**src/hdl/trs_io_pkg.sv**
```systemverilog
package trs_io_pkg;

  localparam int DATA_W = 8;

  typedef logic [DATA_W-1:0] addr_t;
  typedef logic [DATA_W-1:0] data_t;

  // z80 i/o port map
  localparam addr_t PORT_TRS_IO = 8'h1F;
  localparam logic [3:0] PORT_FREHD_HI = 4'hC; // whole C0h-CFh block
  localparam addr_t PORT_PRINTER = 8'hF8;
  localparam addr_t PORT_PRINTER_ALT = 8'hF4; // status mirror, read only
  localparam addr_t PORT_ORCH_L = 8'h75;
  localparam addr_t PORT_ORCH_R = 8'h79;
  localparam addr_t PORT_CASS = 8'hFF;

  // request type presented to the ESP on ESP_S
  typedef enum logic [2:0] {
    trs_io_in  = 3'd0,
    trs_io_out = 3'd1,
    frehd_in   = 3'd2,
    frehd_out  = 3'd3,
    printer_rd = 3'd4,
    printer_wr = 3'd5,
    idle       = 3'd7
  } esp_sel_t;

  // spi command opcodes
  typedef enum logic [7:0] {
    get_cookie     = 8'd0,
    dbus_read      = 8'd3,
    dbus_write     = 8'd4,
    data_ready     = 8'd5,
    get_version    = 8'd15,
    abus_read      = 8'd18,
    set_esp_status = 8'd32
  } cmd_t;

  localparam data_t COOKIE = 8'hAF;
  localparam data_t VERSION = {3'd0, 5'd3}; // major in 7:5, minor in 4:0

  localparam int ESP_REQ_CYCLES = 50;
  localparam int ADDR_WINDOW = 5;
  localparam int ACCESS_DELAY = 9;

  // esp status byte bits
  localparam int ST_READY = 0;
  localparam int ST_WIFI = 1;
  localparam int ST_SMB = 2;
  localparam int ST_SD = 3;

endpackage
```
**src/hdl/trs_io_top.sv**
```systemverilog
`timescale 1ns/1ps

module trs_io_top (
  input  logic clk,
  input  logic rst,
  input  logic ioreq_n,
  input  logic in_n,
  input  logic out_n,
  input  trs_io_pkg::data_t ad_in,
  output trs_io_pkg::data_t ad_out,
  output logic ad_oe,
  output logic abus_sel_n,
  output logic dbus_sel_n,
  input  logic cs,
  input  logic sck,
  input  logic mosi,
  output logic miso,
  output trs_io_pkg::esp_sel_t esp_s,
  output logic esp_req,
  input  logic esp_done,
  output logic extiosel,
  output logic trs_int,
  output logic trs_wait,
  output logic cass_out_left,
  output logic cass_out_right,
  output logic [5:0] led
);

  logic io_access, is_in, is_out;
  trs_io_pkg::addr_t trs_a;
  trs_io_pkg::data_t trs_d, byte_in, byte_out, trs_data, esp_status, reply;
  logic esp_sel, esp_sel_in, orch_l_wr, orch_r_wr, cass_wr, trs_io_sel;
  logic byte_received;
  trs_io_pkg::data_t orch_l, orch_r;
  trs_io_pkg::data_t orch_byte [2];
  logic [1:0] cass_level;
  logic [1:0] pdm_bit;

  bus_cycle_tracker bus_i (
    .clk(clk), .rst(rst), .ioreq_n(ioreq_n), .in_n(in_n), .out_n(out_n), .ad_in(ad_in),
    .io_access(io_access), .abus_sel_n(abus_sel_n), .is_in(is_in), .is_out(is_out),
    .trs_a(trs_a), .trs_d(trs_d)
  );

  port_decoder decode_i (
    .trs_a(trs_a), .is_in(is_in), .is_out(is_out),
    .esp_ready(esp_status[trs_io_pkg::ST_READY]), .abus_sel_n(abus_sel_n),
    .esp_sel(esp_sel), .esp_sel_in(esp_sel_in), .orch_l_wr(orch_l_wr), .orch_r_wr(orch_r_wr),
    .cass_wr(cass_wr), .trs_io_sel(trs_io_sel), .extiosel(extiosel),
    .dbus_sel_n(dbus_sel_n), .ad_oe(ad_oe), .esp_s(esp_s)
  );

  esp_wait_control wait_i (
    .clk(clk), .rst(rst), .io_access(io_access), .esp_sel(esp_sel), .esp_done(esp_done),
    .esp_req(esp_req), .trs_wait(trs_wait)
  );

  spi_byte_slave spi_i (
    .clk(clk), .rst(rst), .cs(cs), .sck(sck), .mosi(mosi), .byte_out(byte_out),
    .byte_in(byte_in), .byte_received(byte_received), .miso(miso)
  );

  command_engine cmd_i (
    .clk(clk), .rst(rst), .byte_received(byte_received), .io_access(io_access),
    .trs_io_sel(trs_io_sel), .byte_in(byte_in), .trs_d(trs_d), .trs_a(trs_a),
    .byte_out(byte_out), .trs_data(trs_data), .esp_status(esp_status), .trs_int(trs_int)
  );

  sound_port_latch sound_i (
    .clk(clk), .rst(rst), .io_access(io_access), .orch_l_wr(orch_l_wr),
    .orch_r_wr(orch_r_wr), .cass_wr(cass_wr), .trs_d(trs_d),
    .orch_l(orch_l), .orch_r(orch_r), .cass_level(cass_level)
  );

  assign orch_byte[0] = orch_l;
  assign orch_byte[1] = orch_r;

  for (genvar ch = 0; ch < 2; ch++) begin : g_audio
    pdm_audio_channel audio_i (
      .clk(clk), .rst(rst), .orch(orch_byte[ch]), .cass_level(cass_level), .pdm(pdm_bit[ch])
    );
  end

  assign cass_out_left = pdm_bit[0];
  assign cass_out_right = pdm_bit[1];

  // only esp reads return the reply byte
  assign reply = esp_sel_in ? trs_data : '0;

  always_comb begin
    ad_out = '0;
    if (ad_oe) begin
      for (int i = 0; i < trs_io_pkg::DATA_W; i++) ad_out[i] = reply[trs_io_pkg::DATA_W-1-i];
    end
  end

  // leds are active low
  assign led[0] = ~trs_wait;
  assign led[1] = ~extiosel;
  assign led[2] = ~esp_status[trs_io_pkg::ST_READY];
  assign led[3] = ~esp_status[trs_io_pkg::ST_WIFI];
  assign led[4] = ~esp_status[trs_io_pkg::ST_SMB];
  assign led[5] = ~esp_status[trs_io_pkg::ST_SD];

endmodule

```
**src/hdl/pdm_audio_channel.sv**
```systemverilog
`timescale 1ns/1ps

module pdm_audio_channel (
  input  logic clk,
  input  logic rst,
  input  trs_io_pkg::data_t orch,
  input  logic [1:0] cass_level,
  output logic pdm
);

  logic [8:0] sample; // signed, orch plus cassette offset
  logic [9:0] acc;

  always_ff @(posedge clk) begin
    if (rst) begin
      sample <= '0;
      acc <= '0;
    end else begin
      // cassette adds -128, 0 or +128
      sample <= {orch[7], orch} + {cass_level - 2'd1, 7'd0};
      // offset binary, flip the sign bit
      acc <= {1'b0, acc[8:0]} + {1'b0, ~sample[8], sample[7:0]};
    end
  end

  assign pdm = acc[9]; // carry out

endmodule

```
**src/hdl/sound_port_latch.sv**
```systemverilog
`timescale 1ns/1ps

module sound_port_latch (
  input  logic clk,
  input  logic rst,
  input  logic io_access,
  input  logic orch_l_wr,
  input  logic orch_r_wr,
  input  logic cass_wr,
  input  trs_io_pkg::data_t trs_d,
  output trs_io_pkg::data_t orch_l,
  output trs_io_pkg::data_t orch_r,
  output logic [1:0] cass_level
);

  logic [1:0] cass_reg; // raw cassette output bits

  always_ff @(posedge clk) begin
    if (rst) begin
      orch_l <= '0;
      orch_r <= '0;
      cass_reg <= '0;
    end else if (io_access) begin
      if (orch_l_wr) orch_l <= trs_d;
      if (orch_r_wr) orch_r <= trs_d;
      if (cass_wr) cass_reg <= trs_d[1:0];
    end
  end

  // inverted bit 1 plus bit 0, range 0..2
  assign cass_level = {1'b0, ~cass_reg[1]} + {1'b0, cass_reg[0]};

endmodule

```
**src/hdl/esp_wait_control.sv**
```systemverilog
`timescale 1ns/1ps

module esp_wait_control (
  input  logic clk,
  input  logic rst,
  input  logic io_access,
  input  logic esp_sel,
  input  logic esp_done,
  output logic esp_req,
  output logic trs_wait
);

  localparam int CNT_W = $clog2(trs_io_pkg::ESP_REQ_CYCLES + 1);

  logic [CNT_W-1:0] req_cnt;
  logic [2:0] done_sync;
  logic done_rise;

  assign done_rise = (done_sync[2:1] == 2'b01);
  assign esp_req = (req_cnt != '0);

  always_ff @(posedge clk) begin
    if (rst) begin
      req_cnt <= '0;
      done_sync <= '0;
      trs_wait <= 1'b0;
    end else begin
      done_sync <= {done_sync[1:0], esp_done};
      if (io_access && esp_sel) begin // new request restarts the pulse
        req_cnt <= CNT_W'(trs_io_pkg::ESP_REQ_CYCLES);
        trs_wait <= 1'b1;
      end else begin
        if (req_cnt != '0) req_cnt <= req_cnt - 1'b1;
        if (done_rise) trs_wait <= 1'b0; // release the z80
      end
    end
  end

endmodule

```
**src/hdl/command_engine.sv**
```systemverilog
`timescale 1ns/1ps

module command_engine (
  input  logic clk,
  input  logic rst,
  input  logic byte_received,
  input  logic io_access,
  input  logic trs_io_sel,
  input  trs_io_pkg::data_t byte_in,
  input  trs_io_pkg::data_t trs_d,
  input  trs_io_pkg::addr_t trs_a,
  output trs_io_pkg::data_t byte_out,
  output trs_io_pkg::data_t trs_data,
  output trs_io_pkg::data_t esp_status,
  output logic trs_int
);

  typedef enum logic {
    st_idle,
    st_params
  } state_t;

  state_t state;
  trs_io_pkg::cmd_t cmd;
  logic [1:0] params_left;
  trs_io_pkg::data_t param;
  logic exec; // command complete, act on it next clock

  always_ff @(posedge clk) begin
    if (rst) begin
      state <= st_idle;
      cmd <= trs_io_pkg::get_cookie;
      params_left <= '0;
      exec <= 1'b0;
    end else begin
      exec <= 1'b0;
      if (byte_received) begin
        case (state)
          st_idle: begin
            case (byte_in)
              trs_io_pkg::dbus_write,
              trs_io_pkg::set_esp_status: begin
                cmd <= trs_io_pkg::cmd_t'(byte_in);
                params_left <= 2'd1;
                state <= st_params;
              end
              trs_io_pkg::get_cookie,
              trs_io_pkg::get_version,
              trs_io_pkg::dbus_read,
              trs_io_pkg::abus_read,
              trs_io_pkg::data_ready: begin
                cmd <= trs_io_pkg::cmd_t'(byte_in);
                exec <= 1'b1;
              end
              default: ; // unknown opcode is dropped
            endcase
          end
          st_params: begin
            params_left <= params_left - 2'd1;
            if (params_left == 2'd1) begin // last parameter
              exec <= 1'b1;
              state <= st_idle;
            end
          end
        endcase
      end
    end
  end

  always_ff @(posedge clk) begin
    if (byte_received && state == st_params) param <= byte_in;
  end

  always_ff @(posedge clk) begin
    if (rst) begin
      esp_status <= '0;
      trs_int <= 1'b0;
    end else begin
      if (exec && cmd == trs_io_pkg::set_esp_status) esp_status <= param;
      if (exec && cmd == trs_io_pkg::data_ready) trs_int <= 1'b1;
      else if (io_access && trs_io_sel) trs_int <= 1'b0; // z80 picked it up
    end
  end

  always_ff @(posedge clk) begin
    if (exec && cmd == trs_io_pkg::dbus_write) trs_data <= param;
    if (exec) begin
      case (cmd)
        trs_io_pkg::get_cookie:  byte_out <= trs_io_pkg::COOKIE;
        trs_io_pkg::get_version: byte_out <= trs_io_pkg::VERSION;
        trs_io_pkg::dbus_read:   byte_out <= trs_d;
        trs_io_pkg::abus_read:   byte_out <= trs_a;
        default: ;
      endcase
    end
  end

endmodule

```
**src/hdl/spi_byte_slave.sv**
```systemverilog
`timescale 1ns/1ps

module spi_byte_slave (
  input  logic clk,
  input  logic rst,
  input  logic cs,
  input  logic sck,
  input  logic mosi,
  input  trs_io_pkg::data_t byte_out,
  output trs_io_pkg::data_t byte_in,
  output logic byte_received,
  output logic miso
);

  localparam int CNT_W = $clog2(trs_io_pkg::DATA_W);

  logic [2:0] sck_r, cs_r;
  logic [1:0] mosi_r;
  logic sck_rise, sck_fall, cs_active, cs_start;
  logic [CNT_W-1:0] bit_cnt;
  trs_io_pkg::data_t tx_shift;

  always_ff @(posedge clk) begin
    if (rst) begin
      sck_r <= '0;
      cs_r <= '1; // deselected
      mosi_r <= '0;
    end else begin
      sck_r <= {sck_r[1:0], sck};
      cs_r <= {cs_r[1:0], cs};
      mosi_r <= {mosi_r[0], mosi};
    end
  end

  assign sck_rise = (sck_r[2:1] == 2'b01);
  assign sck_fall = (sck_r[2:1] == 2'b10);
  assign cs_active = ~cs_r[1];
  assign cs_start = (cs_r[2:1] == 2'b10);

  always_ff @(posedge clk) begin
    if (rst) begin
      bit_cnt <= '0;
      byte_received <= 1'b0;
    end else begin
      byte_received <= 1'b0;
      if (!cs_active) bit_cnt <= '0;
      else if (sck_rise) begin
        bit_cnt <= bit_cnt + 1'b1;
        if (bit_cnt == CNT_W'(trs_io_pkg::DATA_W - 1)) byte_received <= 1'b1;
      end
    end
  end

  // msb first both ways
  always_ff @(posedge clk) begin
    if (cs_active && sck_rise) byte_in <= {byte_in[trs_io_pkg::DATA_W-2:0], mosi_r[1]};
    if (cs_start) tx_shift <= byte_out;
    else if (cs_active && sck_fall) tx_shift <= {tx_shift[trs_io_pkg::DATA_W-2:0], 1'b0};
  end

  assign miso = cs_active & tx_shift[trs_io_pkg::DATA_W-1];

endmodule

```
**src/hdl/port_decoder.sv**
```systemverilog
`timescale 1ns/1ps

module port_decoder (
  input  trs_io_pkg::addr_t trs_a,
  input  logic is_in,
  input  logic is_out,
  input  logic esp_ready,
  input  logic abus_sel_n,
  output logic esp_sel,
  output logic esp_sel_in,
  output logic orch_l_wr,
  output logic orch_r_wr,
  output logic cass_wr,
  output logic trs_io_sel,
  output logic extiosel,
  output logic dbus_sel_n,
  output logic ad_oe,
  output trs_io_pkg::esp_sel_t esp_s
);

  logic trs_io_hit, frehd_hit, printer_hit, printer_status_hit;
  logic trs_io_rd, trs_io_wr, frehd_rd, frehd_wr, printer_sel_rd, printer_sel_wr;

  assign trs_io_hit = (trs_a == trs_io_pkg::PORT_TRS_IO);
  assign frehd_hit = (trs_a[7:4] == trs_io_pkg::PORT_FREHD_HI);
  assign printer_hit = (trs_a[7:2] == trs_io_pkg::PORT_PRINTER[7:2]);
  // F4h-F7h is write-only on the M3, so printer status is mirrored there
  assign printer_status_hit = printer_hit | (trs_a[7:2] == trs_io_pkg::PORT_PRINTER_ALT[7:2]);

  // esp ports only once the esp reports ready
  assign trs_io_rd = esp_ready & trs_io_hit & is_in;
  assign trs_io_wr = esp_ready & trs_io_hit & is_out;
  assign frehd_rd = esp_ready & frehd_hit & is_in;
  assign frehd_wr = esp_ready & frehd_hit & is_out;
  assign printer_sel_rd = esp_ready & printer_status_hit & is_in;
  assign printer_sel_wr = esp_ready & printer_hit & is_out;

  assign esp_sel_in = trs_io_rd | frehd_rd | printer_sel_rd;
  assign esp_sel = esp_sel_in | trs_io_wr | frehd_wr | printer_sel_wr;
  assign trs_io_sel = trs_io_rd | trs_io_wr;
  assign extiosel = esp_sel_in; // card answers this IN

  // sound ports are handled locally
  assign orch_l_wr = (trs_a == trs_io_pkg::PORT_ORCH_L) & is_out;
  assign orch_r_wr = (trs_a == trs_io_pkg::PORT_ORCH_R) & is_out;
  assign cass_wr = (trs_a == trs_io_pkg::PORT_CASS) & is_out;

  assign dbus_sel_n = ~(abus_sel_n & (is_out | esp_sel_in));
  assign ad_oe = is_in & ~dbus_sel_n;

  always_comb begin
    esp_s = trs_io_pkg::idle;
    if (trs_io_rd) esp_s = trs_io_pkg::trs_io_in;
    else if (trs_io_wr) esp_s = trs_io_pkg::trs_io_out;
    else if (frehd_rd) esp_s = trs_io_pkg::frehd_in;
    else if (frehd_wr) esp_s = trs_io_pkg::frehd_out;
    else if (printer_sel_rd) esp_s = trs_io_pkg::printer_rd;
    else if (printer_sel_wr) esp_s = trs_io_pkg::printer_wr;
  end

endmodule

```
**src/hdl/bus_cycle_tracker.sv**
```systemverilog
`timescale 1ns/1ps

module bus_cycle_tracker (
  input  logic clk,
  input  logic rst,
  input  logic ioreq_n,
  input  logic in_n,
  input  logic out_n,
  input  trs_io_pkg::data_t ad_in,
  output logic io_access,
  output logic abus_sel_n,
  output logic is_in,
  output logic is_out,
  output trs_io_pkg::addr_t trs_a,
  output trs_io_pkg::data_t trs_d
);

  logic io_cycle;
  logic [2:0] io_sync;
  logic io_start;
  logic [trs_io_pkg::ACCESS_DELAY-1:0] trig; // one bit per clock since cycle start

  assign is_in = ~ioreq_n & ~in_n;
  assign is_out = ~ioreq_n & ~out_n;
  assign io_cycle = is_in | is_out;

  always_ff @(posedge clk) begin
    if (rst) begin
      io_sync <= '0;
      trig <= '0;
    end else begin
      io_sync <= {io_sync[1:0], io_cycle};
      trig <= {trig[trs_io_pkg::ACCESS_DELAY-2:0], io_start};
    end
  end

  assign io_start = io_sync[1] & ~io_sync[2];

  // address is on the bus while the window is open
  assign abus_sel_n = ~|trig[trs_io_pkg::ADDR_WINDOW-1:0];
  assign io_access = trig[trs_io_pkg::ACCESS_DELAY-1];

  always_ff @(posedge clk) begin
    if (trig[trs_io_pkg::ADDR_WINDOW-1]) trs_a <= ad_in; // last clock of window
  end

  // bus bits are wired in reverse order on the card
  always_comb begin
    for (int i = 0; i < trs_io_pkg::DATA_W; i++) trs_d[i] = ad_in[trs_io_pkg::DATA_W-1-i];
  end

endmodule

```
**config.mk**
```make
export PLATFORM = sky130hd
export DESIGN_NAME = trs_io_top
export DESIGN_NICKNAME = d
export VERILOG_FILES = /design/src/hdl/trs_io_pkg.sv /design/src/hdl/trs_io_top.sv /design/src/hdl/pdm_audio_channel.sv /design/src/hdl/sound_port_latch.sv /design/src/hdl/esp_wait_control.sv /design/src/hdl/command_engine.sv /design/src/hdl/spi_byte_slave.sv /design/src/hdl/port_decoder.sv /design/src/hdl/bus_cycle_tracker.sv
export SDC_FILE = /design/constraint.sdc
export NUM_CORES = 1
export LEC_CHECK = 0
export BUFFER_PORTS_ARGS = -buffer_cell sky130_fd_sc_hd__buf_2
export CAP_MARGIN = 20
export CORE_UTILIZATION = 60
export CTS_CLUSTER_SIZE = 24
export DETAILED_ROUTE_END_ITERATION = 8
export GPL_ROUTABILITY_DRIVEN = 0
export GPL_TIMING_DRIVEN = 0
export PLACE_DENSITY = 0.79
export SLEW_MARGIN = 0
export SYNTH_ARGS = -nofsm -noshare
export SYNTH_HDL_FRONTEND = slang
export SYNTH_SLANG_ARGS = --single-unit
export TNS_END_PERCENT = 10
```
**constraint.sdc**
```tcl
create_clock -name clk -period 2.1 [get_ports clk]
set_input_delay 0.21 -clock clk [delete_from_list [all_inputs] [get_ports clk]]
set_output_delay 0.21 -clock clk [all_outputs]
set_load 0.02 [all_outputs]
```
==> results of run 1 <==
==> metal layers <==
metal  wire, um  track usage [%]
met5          0                0
met4        359             9.08
met3        882             7.83
met2       6640             43.0
met1       5830             33.0
==> placed cells by master, fill, tap and decap left out, types with 18 or more instances in the layout <==
cell       netlist  routed
clkbuf_16        0      18
mux2i_1         30      30
ha_1            22      22
nor2b_1         50      50
inv_1           22      22
nor2_1          58      55
edfxtp_1        48      48
buf_4            0      18
buf_2            3      32
dfxtp_1        107     105
==> worst max path at each step <==
stage / endpoint / start / cells past startpoint / slack (ps)
after detailed placement: cmd_i.byte_out[7] / cmd_i.cmd[4] / 3 / -210
after global placement: cmd_i.byte_out[6] / cmd_i.cmd[0] / 5 / -120
after global routing: ad_out[5] / bus_i.trs_a[3] / 8 / -490
after floorplan: ad_oe / bus_i.trs_a[7] / 6 / 90
final: ad_out[5] / bus_i.trs_a[2] / 8 / -410
after CTS: ad_out[7] / bus_i.trig[3] / 6 / -340
==> metrics by stage <==
stage	area (um2)	hold slack [ps]
after floorplan	6250	309
after global placement	6630	377
after detailed placement	6630	380
after CTS	7580	93.1
after global routing	7670	119
final	7670	114
==> layout make-up <==
type / count / area [um2] / area share, %
Timing Repair Buffer: 73 / 558 / 7.28
Clock inverter: 7 / 51.3 / 0.669
Multi-Input combinational cell: 353 / 2640 / 34.4
Inverter: 24 / 92.6 / 1.21
Sequential cell: 155 / 3590 / 46.8
Buffer: 18 / 71.3 / 0.930
Clock buffer: 25 / 508 / 6.62
Tap cell: 133 / 166 / 2.17
==> worst max-delay path: stages (launching register included) <==
cell      delay (ps)
edfxtp_1         430
buf_4            160
xor2_1           230
and3_4           240
o31a_4           160
inv_4             50
nor2_4           190
and2_4           190
buf_6            110
==> power breakdown <==
| part | leakage, nW | internal (mW) | switching (mW) |
|---|---|---|---|
| clock network | 0.277 | 1.67 | 1.16 |
| registers | 1.29 | 3.15 | 0.0568 |
| logic | 1.45 | 0.221 | 0.289 |
==> what timing repair did <==
action,in CTS,in global routing
hold endpoints to repair,17,0
hold buffers,12,0
pin swaps,17,5
setup endpoints to repair,25,50
gates resized for setup,49,18
setup buffers,15,3
==> cell families after synthesis <==
kind of cell / Yosys count
muxes: 40
and+or+nand+nor: 206
AOI/OAI and AO/OA: 66
adders and majority gates: 26
xor gates and xnor gates: 15
DFF: 155
buffers and inverters: 42
==> metrics, run 1 <==
Synth-to-Final Area Change=22.7%; setup TNS=-5030 ps; Placement Rows=36; post-synth net total=around 590; Crit Path Class=flop to output pin; die height=about 100 um; most area-consuming cells after synthesis=dfxtp_1, edfxtp_1, nor2b_1; Post-synth EDFFs=48; max reg flops=20; WL per Instance=around 17 um; FF-to-FF End=sound_i.orch_r[7]; Total Power=6.54 mW; Clock Latency Late Sink=~540 ps; CP startpoint kind=flop; CTS tree=done; average cell area after synthesis=approximately 11 um2; Synth Area in Compound Gates=7.15%; list of most frequent post-synthesis cells=dfxtp_1, nor2_1, nor2b_1; Final ANT Viol Nets=0; cts bufs inserted=17; Clk pin slew, worst setup/hold paths=roughly 60 ps; Die X=104 um; Ys Warns=0; status=finished, violations left; Post-Place Setup Slack=-208 ps; post-synthesis mux area share=between 6 and 7%; Cell Area, Synth=6250 um2; register name with the most flops=g_audio.audio_i.acc; Seq/Total Area, Yosys=57.3%; FF-to-FF path depth=7; # IOs=44; Setup Skew=6.23 ps; Peak Freq=398 MHz; worst-margin pin slew=796 ps; WP data required=roughly 1900 ps; vias=4430; largest net degree at the start of global routing=17; vias per cell=5.62; Static Leak=3.02 nW; xor/xnor share of the synthesized area=under 10%; Max Cap Violations=0; Distinct cells, synth=57; Worst EP arrival=2300 ps; Pwr Density=853 nW/um2; gr usage total=26.2%; failing checks=setup timing; FF-to-FF Start=bus_i.trs_a[5]; asr flop ratio synth=0%; Hold Path Stages=3; worst setup margin=-412 ps; dpl cells=approximately 730; HPWL after DPL=8630 um; post-route insts no fill=788; RSZ-0062 raised after global routing=true; Slew Viols, Final=0; Initial Utilization=between 60 and 70%; Worst Hold End=spi_i.cs_r[2]; number of nets in the layout=685; Port Buf Inserts=43; drt first-iter violations=323; vias in the first global route=4297; area leader, netlist=dfxtp_1; initial antenna violation count=0; critical path peak fanout=8; min-delay src=rst; layout cells sized above 1=22.4%; final wirelength=between 10000 and 15000 um; Core ar.=9950 um2; clock root cell=clkbuf_8; GR Overflow Total=0; Worst setup EP type=output pin; area of the die=10800 um2; drt pass-1 iters=5; first-pass GRT wire length=21500 um; Synth Register Bits=155; diode count=0; most common cell in the synthesized netlist=dfxtp_1; Fillers=around 630; post-synthesis adder-cell area fraction=5.68%; biggest regs=g_audio.audio_i.acc: 20 flops, g_audio.audio_i.sample: 18 flops, bus_i.trig: 9 flops; clk sink count=155; post-synth top area share=between 30% and 40%; Core Util, Final=about 77%; Slew headroom=between 40% and 50%; Hold Vio Cnt, Final=0; VDD IR-drop max=685 uV; Final setup viols=17; Min Clock Period, post-route=2510 ps; largest family of logic cells by synthesized area=simple AND/OR/NAND/NOR gates; Post-Synth Simple-Gate Area=18.6%; post-route DRC violation count=0; final period utilization=120%; H-tree depth=4; R2R Setup Slk=-20 ps; Clock Tree Buf Depth=2; Post-synth top flop=dfxtp_1; Post-Syn Instances=550; worst min path class=primary input to flop
(Power assumes the default switching activity.)
==> run 2, diff against run 1 <==
BUFFER_PORTS_ARGS = not set   (was -buffer_cell sky130_fd_sc_hd__buf_2)
DONT_BUFFER_PORTS = 1   (was not set)
PLACE_DENSITY = 0.76   (was 0.79)
==> metrics, run 2 (synthesis results as in run 1) <==
worst min path class=primary input to flop; post-place instance area=6420 um2; Min Clock Period, post-route=~2600 ps; RSZ-0062 raised after global routing=true; initial antenna violation count=0; register name with the most flops=g_audio.audio_i.acc; Clock Tree Buf Depth=2; Total Power=6.59 mW; drt first-iter violations=439; sequential share of power=48.7%; met3 WL post-DR=between 800 and 900 um; Clk pin slew, worst setup/hold paths=roughly 60 ps; Hold Vio Cnt, Final=0; number of nets in the layout=640; met1 wire length=5700 um; WP data required=1890 ps; Synth-to-Final Area Change=18.6%; first-pass GRT wire length=21300 um; VDD IR-drop max=750 uV; layout cells sized above 1=between 10% and 20%; critical path peak fanout=4; Peak Freq=383 MHz; Slew headroom=a little over a third; area of the die=10800 um2; most frequent cells in the layout=dfxtp_1, nor2_1, nor2b_1, edfxtp_1, mux2i_1; design area=~7400 um2; diode count=0; Net Sw Power=1.53 mW; met2 WL=6670 um; Gate power share=7.3%; Final setup viols=15; Switching Fraction=23.2%; GR Overflow Total=0; final period utilization=124%; cell-internal power=about 5.1 mW; Slew Viols, Final=0; Clock Latency Late Sink=between 500 and 600 ps; # IOs=44; highest metal used=met4; final wirelength=13800 um; gr usage total=between 20% and 30%; max reg flops=20; clock root cell=clkbuf_8; vias=about 4300; clock network fraction of total power=between 40% and 50%; Port Buf Inserts=0; CTS tree=done; Worst EP arrival=2400 ps; Die X=roughly 100 um; Placement Rows=36; Final ANT Viol Nets=0; Core ar.=9950 um2; post-route DRC violation count=0; biggest regs=g_audio.audio_i.acc: 20 flops, g_audio.audio_i.sample: 18 flops, bus_i.trig: 9 flops; Static Leak=2.84 nW; worst setup margin=-513 ps; Setup Skew=8.15 ps; Initial Utilization=62.8%; worst-margin pin slew=963 ps; WL per Instance=around 19 um; vias per cell=5.83; largest net degree at the start of global routing=17; vias in the first global route=4225; die height=104 um; commonest non-fill, non-tap cell in the layout=dfxtp_1; HPWL after DPL=8810 um; Pwr Density=between 800 and 900 nW/um2; clk sink count=155; status=finished, violations left; H-tree depth=4; Worst setup EP type=output pin; Max Cap Violations=0; drt pass-1 iters=6; cts bufs inserted=17; Crit Path Class=flop to output pin; CP startpoint kind=flop; failing checks=setup timing
-- run 2: layout make-up --
class / instances / area, um2
flip-flops and latches: 155 / 3590
multi-input cells: 353 / 2660
fillers: 611 / 2540
clock buffers: 21 / 469
repair buffers: 28 / 254
well taps: 133 / 166
clock inverters: 11 / 103
inverters: 24 / 97.6
plain buffers: 18 / 71.3
-- run 2: worst paths after layout --
path	end	slack [ps]	cells past startpoint	start
worst max register to register	sound_i.orch_r[6]	-30	6	bus_i.trs_a[5]
worst max-delay path	esp_s[2]	-510	5	bus_i.trs_a[1]
worst min register to register	spi_i.cs_r[1]	410	1	spi_i.cs_r[0]
worst min-delay path	sound_i.cass_reg[0]	80	4	ioreq_n
-- run 2: power groups by stage --
| stage | logic [mW] | registers (mW) | clock network, mW |
|---|---|---|---|
| after global placement | 0.395 | 3.26 | 0 |
| after CTS | 0.475 | 3.20 | 2.92 |
| after floorplan | 0.336 | 3.25 | 0 |
| after detailed placement | 0.409 | 3.26 | 0 |
| final | 0.478 | 3.20 | 2.90 |
| after global routing | 0.521 | 3.21 | 3.07 |
-- run 2: critical path, stage by stage (launching register included) --
cell and delay, ps:
edfxtp_1 420, and4_1 250, and3_4 190, buf_4 130, buf_4 150, o21ai_0 750
-- run 2: stage by stage --
stage               utilization (%)  std cells  worst slack, ps  TNS, ps  hold slack [ps]
floorplan                         -        550             93.2        0              309
global placement               64.5        683             -284    -3560              310
detailed placement             64.5        683             -384    -5140              310
CTS                            73.7        741             -370    -4090             72.3
global route                   74.4        743             -543    -6440             76.7
finish                         74.4        743             -513    -5070             81.4
-- run 2: metal layers --
layer | up-vias | GRT usage (%)
li1 | 2017 | -
met5 | - | 0
met1 | 2058 | 32.1
met3 | 53 | 6.27
met2 | 201 | 40.9
met4 | 0 | 15.2
-- run 2: timing repair --
item | in CTS | in global routing
pin swaps | 12 | 13
cloned | 0 | 0
endpoints found under the hold margin | 40 | 0
setup buffers | 10 | 2
resized for setup | 43 | 12
hold buffers | 16 | 0
endpoints found under the setup margin | 26 | 48
==> run 3, diff against run 2 <==
ABC_AREA = 1   (was not set)
SKIP_LAST_GASP = 1   (was not set)
==> metrics, run 3 <==
status=finished, violations left; failing checks=setup timing; drt first-iter violations=~380; Ys Warns=0; most common cell in the synthesized netlist=nor2_1; list of most frequent post-synthesis cells=nor2_1, inv_1, dfxtp_1; Multi-input gate area=between 2000 and 2500 um2; Post-Syn Instances=751; vias per cell=5.43; HPWL after DPL=10000 um; Register Area=3580 um2; Clock Tree Buf Depth=2; Cell Area, Synth=6530 um2; diode count=0; Worst EP arrival=2160 ps; die height=~110 um; final wirelength=14900 um; Min Clock Period, post-route=2370 ps; register name with the most flops=g_audio.audio_i.acc; biggest regs=g_audio.audio_i.acc: 20 flops, g_audio.audio_i.sample: 18 flops, bus_i.trig: 9 flops; worst-path cell chain=nand2_2, nand2_2, nand3_2, nand2_2, nor2_4, nand2_2, nand3_4, buf_12, nor2_4; clock root cell=clkbuf_8; vias in the first global route=5139; layout cells sized above 1=about 13%; Peak Freq=423 MHz; final period utilization=113%; Hold Path Stages=3; gr usage total=approximately 28%; Worst setup EP type=output pin; Initial Utilization=62.4%; Pwr Density=876 nW/um2; post-synth top area share=32.8%; initial antenna violation count=0; vias=5131; first-pass GRT wire length=24100 um; Crit Path Class=flop to output pin; worst-margin pin slew=839 ps; min-delay src=out_n; post-synth net total=794; WL per Instance=15.8 um; Final ANT Viol Nets=0; commonest non-fill, non-tap cell in the layout=inv_1; Clock Latency Late Sink=530 ps; R2R Setup Slk=10 ps; Clk pin slew, worst setup/hold paths=60 ps; Slew headroom=between 40% and 50%; most frequent cells in the layout=inv_1, nor2_1, dfxtp_1, nand2_1; Setup Skew=12.6 ps; CP startpoint kind=flop; H-tree depth=4; Core ar.=10500 um2; WP data required=roughly 1900 ps; VDD IR-drop max=between 700 and 800 uV; Die X=~110 um; Max Cap Violations=0; max reg flops=20; number of nets in the layout=839; critical path peak fanout=8; Post-synth EDFFs=48; Port Buf Inserts=0; Synth-to-Final Area Change=17.3%; cts bufs inserted=17; worst min path class=primary input to flop; setup TNS=-2530 ps; most area-consuming cells after synthesis=dfxtp_1, edfxtp_1, nor2_1; CTS tree=done; Post-Place Setup Slack=-123 ps; worst setup margin=-266 ps; Critical-path top delay cell=edfxtp_1; Placement Rows=37; largest net degree at the start of global routing=17; drt pass-1 iters=7; most used cell, CP=nand2_2; Hold Vio Cnt, Final=0; Distinct cells, synth=33; Core Util, Final=around three quarters; clk sink count=~160; hold slack=51.1 ps; Post-synth top flop=dfxtp_1; FF-to-FF path depth=7; RSZ-0062 raised after global routing=true; asr flop ratio synth=0%; Synth Register Bits=155; Fillers=734; FF-to-FF Start=cmd_i.cmd[6]; area of the die=11300 um2; GR Overflow Total=0; max incr delay on CP=slightly below 500 ps; # IOs=between 40 and 50; post-route DRC violation count=0; Final setup viols=10; Worst Hold End=bus_i.io_sync[0]; Seq/Total Area, Yosys=a little over half; Static Leak=3.17 nW; average cell area after synthesis=8.70 um2; Slew Viols, Final=0; FF-to-FF End=cmd_i.byte_out[2]; area leader, netlist=dfxtp_1
[run 3: worst max path at each step]
stage | from | end | slack [ps] | depth (start not counted)
final | bus_i.trs_a[3] | ad_out[4] | -270 | 9
after global routing | bus_i.trs_a[3] | ad_out[4] | -340 | 9
after CTS | bus_i.trs_a[3] | ad_out[7] | -200 | 9
after detailed placement | cmd_i.cmd[6] | cmd_i.byte_out[2] | -120 | 7
after global placement | bus_i.trig[4] | ad_out[7] | -330 | 5
after floorplan | bus_i.trig[4] | ad_out[0] | 150 | 5
[run 3: worst max-delay path: cells and delay by family, from the launching register on]
family | cells | cell delay [ps]
buffers and inverters | 1 | 160
DFF | 1 | 490
and+or+nand+nor | 8 | 980
[run 3: layout make-up]
type	instances	share of cell area, %
sequential	155	46.8
multi-input combinational	450	32.5
clock buffer	21	6.56
inverter	132	6.53
timing repair buffer	26	3.10
tap	136	2.22
clock inverter	11	1.34
buffer	14	0.947
[run 3: cells by family after synthesis]
| logic type | synth area share (%) |
|---|---|
| fa+ha+maj | 5.44 |
| xor+xnor | 0.268 |
| compound gates | 9.92 |
| buf+inv | 8.69 |
| simple gates | 19.6 |
| flops | 54.8 |
| mux | 1.21 |
[run 3: routing by layer]
| layer | vias up | wire length, um | GRT usage (%) |
|---|---|---|---|
| met4 | 0 | 486 | 15.3 |
| met5 | - | 0 | 0 |
| met1 | 2403 | 6330 | 32.7 |
| li1 | 2517 | - | - |
| met2 | 165 | 7250 | 47.0 |
| met3 | 46 | 850 | 7.11 |
[run 3: stage by stage]
stage / instances / power (mW) / area, um2
4_1_cts: 938 / 6.74 / 7580
5_1_grt: 945 / 6.95 / 7660
6_report: 945 / 6.72 / 7660
3_3_place_gp: 887 / 3.65 / 6700
3_5_place_dp: 889 / 3.68 / 6710
2_1_floorplan: 751 / 3.59 / 6530
[run 3: where the power goes]
part	total (mW)	switching, mW	internal (mW)
clock	3.05	1.23	1.82
sequential	3.20	0.0461	3.15
combinational	0.465	0.300	0.165
total	6.72	1.57	5.14
[run 3: timing repair]
| action | in CTS | in global routing |
|---|---|---|
| gates resized for setup | 29 | 10 |
| endpoints found under the hold margin | 47 | 0 |
| cloned | 0 | 0 |
| pin swaps | 7 | 10 |
| setup buffers | 4 | 7 |
| setup endpoints to repair | 18 | 20 |
| hold buffers | 13 | 0 |
